===== config.mk =====
export PLATFORM = sky130hd
export DESIGN_NAME = axi_master_rd
export DESIGN_NICKNAME = d
export VERILOG_FILES = /design/src/source/emrd_pkg.sv /design/src/source/sync_fifo.sv /design/src/source/emesh_rd_capture.sv /design/src/source/axi_ar_issue.sv /design/src/source/read_align.sv /design/src/source/axi_master_rd.sv
export SDC_FILE = /design/constraint.sdc
export NUM_CORES = 1
export LEC_CHECK = 0
export BUFFER_PORTS_ARGS = -buffer_cell sky130_fd_sc_hd__buf_4
export CAP_MARGIN = 20
export CORE_MARGIN = 2
export CORE_UTILIZATION = 50
export CTS_BUF_LIST = sky130_fd_sc_hd__clkbuf_4
export DETAILED_ROUTE_END_ITERATION = 16
export PLACE_DENSITY = 0.69
export SLEW_MARGIN = 40
export SYNTH_ARGS = -nofsm -noshare
export SYNTH_HDL_FRONTEND = slang
export SYNTH_SLANG_ARGS = --single-unit

===== constraint.sdc =====
create_clock -name eclk -period 19.05 [get_ports eclk]
set_input_delay 3.81 -clock eclk [delete_from_list [all_inputs] [get_ports eclk]]
set_output_delay 3.81 -clock eclk [all_outputs]
set_load 0.1 [all_outputs]

===== src/source/emrd_pkg.sv =====
// Shared widths, emesh and AXI read channel structs, and queue entry formats for the read bridge
package emrd_pkg;

   //########################################
   // Bus widths
   //########################################
   localparam int MAW  = 32;                 // Emesh and AXI address width
   localparam int MDW  = 64;                 // AXI data width, eight byte lanes
   localparam int MIDW = 6;                  // AXI ID width

   // Emesh transaction, access bit travels separately
   typedef struct packed {
      logic           write;                 // High for a write
      logic [1:0]     datamode;              // 0 byte, 1 half, 2 word, 3 double
      logic [3:0]     ctrlmode;
      logic [MAW-1:0] dstaddr;
      logic [MAW-1:0] srcaddr;
      logic [31:0]    data;
   } emesh_pkt_t;

   //########################################
   // AXI3 read channels
   //########################################
   typedef struct packed {
      logic [MIDW-1:0] arid;
      logic [MAW-1:0]  araddr;
      logic [3:0]      arlen;                // Beats minus one
      logic [2:0]      arsize;               // Log2 of bytes per beat
      logic [1:0]      arburst;
      logic [1:0]      arlock;
      logic [3:0]      arcache;
      logic [2:0]      arprot;
   } ar_chan_t;

   typedef struct packed {
      logic [MIDW-1:0] rid;
      logic [MDW-1:0]  rdata;
      logic [1:0]      rresp;
      logic            rlast;
   } r_chan_t;

   //########################################
   // Queue entries
   //########################################
   // Address queue, target of the read
   typedef struct packed {
      logic [MAW-1:0] addr;
      logic [1:0]     datamode;
   } ach_entry_t;

   // Write-back queue, where the answer goes and how it is cut
   typedef struct packed {
      logic [3:0]     ctrlmode;
      logic [MAW-1:0] srcaddr;
      logic [2:0]     lane;                  // Low bits of dstaddr
      logic [1:0]     datamode;
   } wb_entry_t;

endpackage


===== src/source/sync_fifo.sv =====
// Single-clock circular-buffer FIFO with a type-parameterized payload
`timescale 1ns/1ps

module sync_fifo #(
   parameter type T  = logic [63:0],         // Payload type
   parameter int  AW = 2                     // Log2 of depth
)
(
   input  logic eclk,
   input  logic reset,
   input  logic wr,                          // Push, caller gates by full
   input  T     wr_data,
   output logic full,
   input  logic rd,                          // Pop head entry
   output T     rd_data,                     // Head, valid while not empty
   output logic empty
);

   localparam int DEPTH = 2**AW;

   T            mem [DEPTH];                 // Storage array
   logic [AW-1:0] wr_ptr;
   logic [AW-1:0] rd_ptr;
   logic [AW:0]   count;                     // Occupancy, 0 to DEPTH
   logic          do_wr;
   logic          do_rd;

   // Guard against misuse at the edges
   assign do_wr = wr & ~full;
   assign do_rd = rd & ~empty;

   // Count reaches DEPTH only when its top bit is set
   assign full  = count[AW];
   assign empty = (count == '0);

   assign rd_data = mem[rd_ptr];             // Show-ahead head

   //########################################
   // Storage
   //########################################
   always_ff @(posedge eclk)
   begin
      if (do_wr)
         mem[wr_ptr] <= wr_data;
   end

   //########################################
   // Pointers and occupancy
   //########################################
   always_ff @(posedge eclk or posedge reset)
   begin
      if (reset)
      begin
         wr_ptr <= '0;
         rd_ptr <= '0;
         count  <= '0;
      end
      else
      begin
         if (do_wr)
            wr_ptr <= wr_ptr + 1'b1;         // Wraps at DEPTH
         if (do_rd)
            rd_ptr <= rd_ptr + 1'b1;
         case ({do_wr, do_rd})
            2'b10:   count <= count + 1'b1;
            2'b01:   count <= count - 1'b1;
            default: ;                       // Idle or push and pop together
         endcase
      end
   end

endmodule


===== src/source/emesh_rd_capture.sv =====
// Emesh read request capture, splits each read into an address entry and a write-back entry
`timescale 1ns/1ps

module emesh_rd_capture
   import emrd_pkg::*;
(
   input  logic       eclk,
   input  logic       reset,
   input  logic       req_access,
   input  emesh_pkt_t req,
   output logic       rd_wait,
   input  logic       ach_full,
   input  logic       wb_full,
   output logic       ach_wr,
   output ach_entry_t ach_data,
   output logic       wb_wr,
   output wb_entry_t  wb_data
);

   logic       accept;                       // Read taken this edge
   logic       cap_valid;                    // Capture register holds a read
   ach_entry_t cap_ach;
   wb_entry_t  cap_wb;

   // Stall the mesh while either queue is out of room
   assign rd_wait = ach_full | wb_full;

   // Reads only, writes pass by untouched
   assign accept = req_access & ~req.write & ~rd_wait;

   //########################################
   // Capture register
   //########################################
   always_ff @(posedge eclk or posedge reset)
   begin
      if (reset)
         cap_valid <= 1'b0;
      else if (~rd_wait)
         cap_valid <= accept;                // Hold while waiting
   end

   always_ff @(posedge eclk)
   begin
      if (accept)
      begin
         cap_ach.addr     <= req.dstaddr;
         cap_ach.datamode <= req.datamode;
         cap_wb.ctrlmode  <= req.ctrlmode;
         cap_wb.srcaddr   <= req.srcaddr;    // Return address
         cap_wb.lane      <= req.dstaddr[2:0];
         cap_wb.datamode  <= req.datamode;
      end
   end

   //########################################
   // Queue writes
   //########################################
   // Both queues written together so they stay paired
   assign ach_wr   = cap_valid & ~rd_wait;
   assign wb_wr    = cap_valid & ~rd_wait;
   assign ach_data = cap_ach;
   assign wb_data  = cap_wb;

endmodule


===== src/source/axi_ar_issue.sv =====
// AXI read-address issuer, pops the address queue into a held single-beat INCR request
`timescale 1ns/1ps

module axi_ar_issue
   import emrd_pkg::*;
(
   input  logic       eclk,
   input  logic       reset,
   input  logic       fifo_empty,
   input  ach_entry_t fifo_data,
   output logic       fifo_rd,
   output ar_chan_t   ar,
   output logic       arvalid,
   input  logic       arready
);

   ach_entry_t ar_hold;                      // Entry being offered
   logic       advance;                      // Slot free or leaving now

   assign advance = ~arvalid | arready;
   assign fifo_rd = ~fifo_empty & advance;

   //########################################
   // Holding register
   //########################################
   always_ff @(posedge eclk or posedge reset)
   begin
      if (reset)
         arvalid <= 1'b0;
      else if (advance)
         arvalid <= ~fifo_empty;             // Refill or go idle
   end

   always_ff @(posedge eclk)
   begin
      if (fifo_rd)
         ar_hold <= fifo_data;
   end

   //########################################
   // Channel fields
   //########################################
   always_comb
   begin
      ar.arid    = '0;                       // In-order, single ID
      ar.araddr  = ar_hold.addr;
      ar.arlen   = 4'd0;                     // One beat
      ar.arsize  = {1'b0, ar_hold.datamode}; // Bytes = 1 << datamode
      ar.arburst = 2'b01;                    // INCR
      ar.arlock  = 2'b00;                    // Normal access
      ar.arcache = 4'b0000;
      ar.arprot  = 3'b000;                   // Unprivileged, secure, data
   end

endmodule


===== src/source/read_align.sv =====
// Read return path, buffers AXI beats, aligns them to the request and emits emesh writes
`timescale 1ns/1ps

module read_align
   import emrd_pkg::*;
#(
   parameter int DCH_AW = 2                  // Log2 depth of the data queue
)
(
   input  logic       eclk,
   input  logic       reset,
   input  r_chan_t    r,
   input  logic       rvalid,
   output logic       rready,
   input  logic       wb_empty,
   input  wb_entry_t  wb_data,
   output logic       wb_rd,
   input  logic       wr_wait,
   output logic       rsp_access,
   output emesh_pkt_t rsp
);

   logic           dch_full;
   logic           dch_empty;
   logic [MDW-1:0] dch_out;
   logic           beat_valid;               // Beat register occupied
   logic [MDW-1:0] beat_data;
   logic           pop;                      // Data and write-back popped together
   logic           s1_valid;
   logic [MDW-1:0] s1_data;                  // Raw beat after pop
   wb_entry_t      s1_wb;
   logic [MDW-1:0] algn;
   logic           s2_valid;
   logic [MDW-1:0] s2_data;                  // Aligned beat
   wb_entry_t      s2_wb;

   //########################################
   // Beat register and data queue
   //########################################
   assign rready = ~dch_full;

   // Beat waits here while the queue is full
   always_ff @(posedge eclk or posedge reset)
   begin
      if (reset)
         beat_valid <= 1'b0;
      else if (~dch_full)
         beat_valid <= rvalid;               // rready is high here
   end

   always_ff @(posedge eclk)
   begin
      if (~dch_full)
         beat_data <= r.rdata;               // rid and rresp dropped
   end

   sync_fifo #(
      .T  (logic [MDW-1:0]),
      .AW (DCH_AW)
   ) u_dch (
      .eclk    (eclk),
      .reset   (reset),
      .wr      (beat_valid & ~dch_full),
      .wr_data (beat_data),
      .full    (dch_full),
      .rd      (pop),
      .rd_data (dch_out),
      .empty   (dch_empty)
   );

   //########################################
   // Pop and alignment stage
   //########################################
   assign pop   = ~dch_empty & ~wb_empty & ~wr_wait;
   assign wb_rd = pop;

   always_ff @(posedge eclk or posedge reset)
   begin
      if (reset)
      begin
         s1_valid <= 1'b0;
         s2_valid <= 1'b0;
      end
      else if (~wr_wait)                     // Whole pipe freezes on wait
      begin
         s1_valid <= pop;
         s2_valid <= s1_valid;
      end
   end

   always_ff @(posedge eclk)
   begin
      if (pop)
      begin
         s1_data <= dch_out;
         s1_wb   <= wb_data;
      end
   end

   // Pick the requested lanes, zero extended
   always_comb
   begin
      case (s1_wb.datamode)
         2'd0:    algn = {56'd0, s1_data[{s1_wb.lane, 3'b000} +: 8]};
         2'd1:    algn = {48'd0, s1_data[{s1_wb.lane[2:1], 4'b0000} +: 16]};
         2'd2:    algn = {32'd0, s1_data[{s1_wb.lane[2], 5'b00000} +: 32]};
         default: algn = s1_data;            // Doubleword as is
      endcase
   end

   //########################################
   // Output stage
   //########################################
   always_ff @(posedge eclk)
   begin
      if (s1_valid & ~wr_wait)
      begin
         s2_data <= algn;
         s2_wb   <= s1_wb;
      end
   end

   assign rsp_access   = s2_valid & ~wr_wait;
   assign rsp.write    = 1'b1;               // Answer is a write back
   assign rsp.datamode = s2_wb.datamode;
   assign rsp.ctrlmode = s2_wb.ctrlmode;
   assign rsp.dstaddr  = s2_wb.srcaddr;      // Back to the requester
   assign rsp.srcaddr  = s2_data[63:32];     // Upper half of a double
   assign rsp.data     = s2_data[31:0];

endmodule


===== src/source/axi_master_rd.sv =====
// Emesh to AXI3 read bridge top level, capture, queues, address issue and read return
`timescale 1ns/1ps

module axi_master_rd
   import emrd_pkg::*;
#(
   parameter int ACH_AW = 2,                 // Address queue log2 depth
   parameter int WB_AW  = 2,                 // Write-back queue log2 depth
   parameter int DCH_AW = 2                  // Data queue log2 depth
)
(
   input  logic       eclk,
   input  logic       reset,
   // Emesh request side
   input  logic       req_access,
   input  emesh_pkt_t req,
   output logic       rd_wait,
   // AXI read address
   output ar_chan_t   ar,
   output logic       arvalid,
   input  logic       arready,
   // AXI read data
   input  r_chan_t    r,
   input  logic       rvalid,
   output logic       rready,
   // Emesh response side
   output logic       rsp_access,
   output emesh_pkt_t rsp,
   input  logic       wr_wait
);

   //########################################
   // Internal wiring
   //########################################
   logic       ach_wr;
   ach_entry_t ach_wdata;
   logic       ach_full;
   logic       ach_rd;
   ach_entry_t ach_rdata;
   logic       ach_empty;
   logic       wb_wr;
   wb_entry_t  wb_wdata;
   logic       wb_full;
   logic       wb_rd;
   wb_entry_t  wb_rdata;
   logic       wb_empty;

   emesh_rd_capture u_capture (
      .eclk       (eclk),
      .reset      (reset),
      .req_access (req_access),
      .req        (req),
      .rd_wait    (rd_wait),
      .ach_full   (ach_full),
      .wb_full    (wb_full),
      .ach_wr     (ach_wr),
      .ach_data   (ach_wdata),
      .wb_wr      (wb_wr),
      .wb_data    (wb_wdata)
   );

   // Target address and size
   sync_fifo #(.T(ach_entry_t), .AW(ACH_AW)) u_ach_fifo (
      .eclk    (eclk),
      .reset   (reset),
      .wr      (ach_wr),
      .wr_data (ach_wdata),
      .full    (ach_full),
      .rd      (ach_rd),
      .rd_data (ach_rdata),
      .empty   (ach_empty)
   );

   // Return information, in request order
   sync_fifo #(.T(wb_entry_t), .AW(WB_AW)) u_wb_fifo (
      .eclk    (eclk),
      .reset   (reset),
      .wr      (wb_wr),
      .wr_data (wb_wdata),
      .full    (wb_full),
      .rd      (wb_rd),
      .rd_data (wb_rdata),
      .empty   (wb_empty)
   );

   axi_ar_issue u_ar_issue (
      .eclk       (eclk),
      .reset      (reset),
      .fifo_empty (ach_empty),
      .fifo_data  (ach_rdata),
      .fifo_rd    (ach_rd),
      .ar         (ar),
      .arvalid    (arvalid),
      .arready    (arready)
   );

   read_align #(.DCH_AW(DCH_AW)) u_read_align (
      .eclk       (eclk),
      .reset      (reset),
      .r          (r),
      .rvalid     (rvalid),
      .rready     (rready),
      .wb_empty   (wb_empty),
      .wb_data    (wb_rdata),
      .wb_rd      (wb_rd),
      .wr_wait    (wr_wait),
      .rsp_access (rsp_access),
      .rsp        (rsp)
   );

endmodule


==> results.json <==
{
  "synth_top_area_cell": "edfxtp_1",
  "rows": 96,
  "crit_family": "buffers and inverters",
  "status": "finished clean",
  "htreeDepth": 4,
  "synth_top_family_by_area": "multiplexers",
  "grt_pass1_vias": 17120,
  "globalplace.congestion": 0.8176,
  "max_freq_mhz": 121.5,
  "synth_compound_area_share_pct": 1.514,
  "final-hold-violation-count": 0,
  "viasPerCell": 5.366,
  "seq_area_frac_synth_pct": 82.99,
  "cpMostUsedCell": "buf_4",
  "finalSetupViolCount": 0,
  "crit_fanout": 7,
  "wire_per_inst_um": 22.49,
  "cts_tree": "yes",
  "core_um2": 68470,
  "avgSynthCellArea_um2": 23.18,
  "layout_min_cycle_time_ps": 8230,
  "synth-seq-cells": 957,
  "total_power_mw": 6.792,
  "dieArea_um2": 71060,
  "synth_edf_count": 931,
  "grt_max_degree": 69,
  "setup_tns_ps": 0,
  "n_fill_cell": 4957,
  "crit_start": "wr_wait",
  "synth_ff_type": "edfxtp_1",
  "postCtsHoldBufs": 0,
  "gr-usage-all-layers_pct": 19.40,
  "synth_fa_ha_area_share_pct": 0.7187,
  "hp-class": "reg2reg",
  "wl_um": 68100,
  "synthSimpleGateAreaFrac_pct": 2.022,
  "crit_slowest_cell": "buf_4",
  "fin_nets": 2161,
  "slew_headroom_pct": 47.40,
  "netlist-cell-type-count": 44,
  "layout-drive-gt1-share_pct": 39.52,
  "critPathArrivalTime_ps": 4420,
  "synth_top_area_share_pct": 81.10,
  "clock-sinks": 957,
  "drt_iter0_markers": 1182,
  "grt_overflow": 0,
  "worst-path-buf-inv": 2,
  "peakVddDrop_mv": 0.1037,
  "synthMuxAreaShare_pct": 10.55,
  "dp_hpwl_um": 39040,
  "vias": 16250,
  "yosys_warnings": 0,
  "rsz0062_at_grt": "no",
  "clk_path_buf_depth": 3,
  "dr.pass1.iters": 6,
  "required_ps": 15240,
  "antenna_found_initial": 10,
  "finalClockSkew_ps": 96.74,
  "crit_path_max_incr_delay_ps": 300,
  "insertion_delay_ps": 1040,
  "cts_buffers": 228,
  "final_max_slew_viol_count": 0,
  "die_h_um": 266.6,
  "drv_cap": 0,
  "cts_root_buf": "clkbuf_4",
  "p_leak_nw": 14.18,
  "synth_xor_area_share_pct": 0.4573,
  "fin_util_pct": 59.26,
  "grt_first_pass_wirelength_um": 101000,
  "synthCells": 1487,
  "cts_resized": 0,
  "place.port_buffers": 280,
  "worstSetupEndpointType": "output port",
  "post_cts_buffers": 0,
  "worst-setup-path-type": "in2out",
  "ant_nets": 0,
  "r2r-start": "u_read_align.u_dch.count[2]",
  "die_w_um": 266.6,
  "path_cells": "buf_4 -> nor2b_1 -> buf_4",
  "drcViolationCount": 0,
  "ys_async_sr_fraction_pct": 2.717,
  "hold_path.startpoint": "u_read_align.s1_wb[10]",
  "top_level_ports": 345,
  "powerDensity_nw_per_um2": 167.4,
  "path_clk_slew_ps": 70,
  "initial_core_util_pct": 50.35,
  "worst_slew_pin_slew_ps": 789.0,
  "cp-start-kind": "primary input",
  "syn_area_um2": 34470,
  "post-route-period-util_pct": 43.20,
  "synth_area_leaders": "edfxtp_1 (81%), mux4_2 (9.5%), dfrtp_1 (1.9%), and3_1 (0.74%), buf_4 (0.61%)",
  "area_growth_pct": 17.70
}
layout make-up:
cell class	instances	area (µm²)	area share (%)
Sequential cell	957	28620	70.55
Multi-Input combinational cell	443	5421	13.36
Clock buffer	325	2440	6.014
Timing Repair Buffer	306	2347	5.785
Tap cell	882	1104	2.720
Clock inverter	87	536.8	1.323
Inverter	25	93.84	0.2313
Antenna cell	3	7.507	0.01850
report_power, final:
group	switching (mW)	internal (mW)	total, mW
clock network	0.780	0.859	1.64
registers	0.270	2.94	3.21
logic	1.34	0.608	1.94
routing by layer:
metal | vias up | track usage (%) | wire (µm)
met5 | - | 0 | 101
met4 | 14 | 6.453 | 1209
met3 | 106 | 6.864 | 5447
met2 | 605 | 31.11 | 34270
met1 | 8364 | 24.86 | 27070
li1 | 7160 | - | -
path summary, 6_finish.rpt:
path                                                 to  slack [ps]  cells past startpoint
hold / removal                     u_read_align.rsp[69]         410                      0
setup / recovery                             rsp_access       10820                      3
max in group asynchronous  u_read_align.u_dch.rd_ptr[0]       15730                      2
min in group asynchronous       u_read_align.beat_valid        2850                      2
setup reg to reg               u_read_align.s1_data[60]       16480                      4
hold reg to reg                    u_read_align.rsp[69]         410                      0
sequential cells by signal, summed over array words and instances (netlist names), 38 cells and up:
signal,flops
u_read_align.s1_data,64
u_ach_fifo.mem,136
u_capture.wb_data,38
u_read_align.s1_wb,41
u_read_align.rsp,38
u_wb_fifo.mem,164
u_read_align.s2_data,64
u_read_align.u_dch.mem,256
u_read_align.beat_data,64
kinds of logic (layout without fill, tap and decap cells):
group                    Yosys count  count (layout)
AO/OA/AOI/OAI                     70              70
buffers and inverters            108             743
flip-flops                       957             957
XOR/XNOR                          18              18
AND/OR/NAND/NOR                  136             136
adder cells (fa/ha/maj)           18              18
other                              2              26
multiplexers                     178             178
metrics by stage:
step / hold slack (ps) / setup WS, ps / cell area (µm²) / instances
global route: 411.3 / 10770 / 40570 / 3028
floorplan: 400.3 / 6587 / 34550 / 1508
detailed placement: 405.6 / 10830 / 37560 / 2612
finish: 408.4 / 10820 / 40570 / 3028
global placement: 402.5 / 10830 / 37510 / 2612
CTS: 385.9 / 10820 / 40540 / 3024
placed cells by master, fill, tap and decap left out, types with 5 or more instances in the layout:
master       n
mux2i_1      6
xor2_1       8
mux4_2     145
inv_1       19
and3_1      33
ha_1        15
edfxtp_1   931
xnor2_1     10
dfrtp_1     20
clkinv_2    10
bufinv_16    5
clkinv_1    62
a32oi_1      8
a221o_1      6
mux2_1      14
mux2_2      11
nand2_1     50
buf_6       10
o21ai_1      8
conb_1      23
clkbuf_4   325
a31oi_1      8
a21boi_1    16
nor2b_1      9
buf_4      295
nor2_1      15
o21ai_0      7
inv_2        6
synth_stat cells (3+ instances only):
master,instances
buf_2,26
nand2b_1,3
and3_1,41
o211ai_1,3
inv_2,5
xnor2_1,10
a21boi_1,16
and2_1,6
dfrtp_1,26
a31oi_1,8
o21ai_1,8
a32oi_1,8
mux2_1,14
buf_4,28
nor2_1,15
a22oi_1,4
a221o_1,6
ha_1,15
a21o_1,3
edfxtp_1,931
xor2_1,8
mux4_2,145
mux2i_1,6
mux2_2,11
o21ai_0,7
clkbuf_1,21
fa_1,3
inv_1,20
buf_6,7
nand2_1,50
nor2b_1,10
nand4_1,3
No activity file was read; power rests on OpenSTA's default activity.
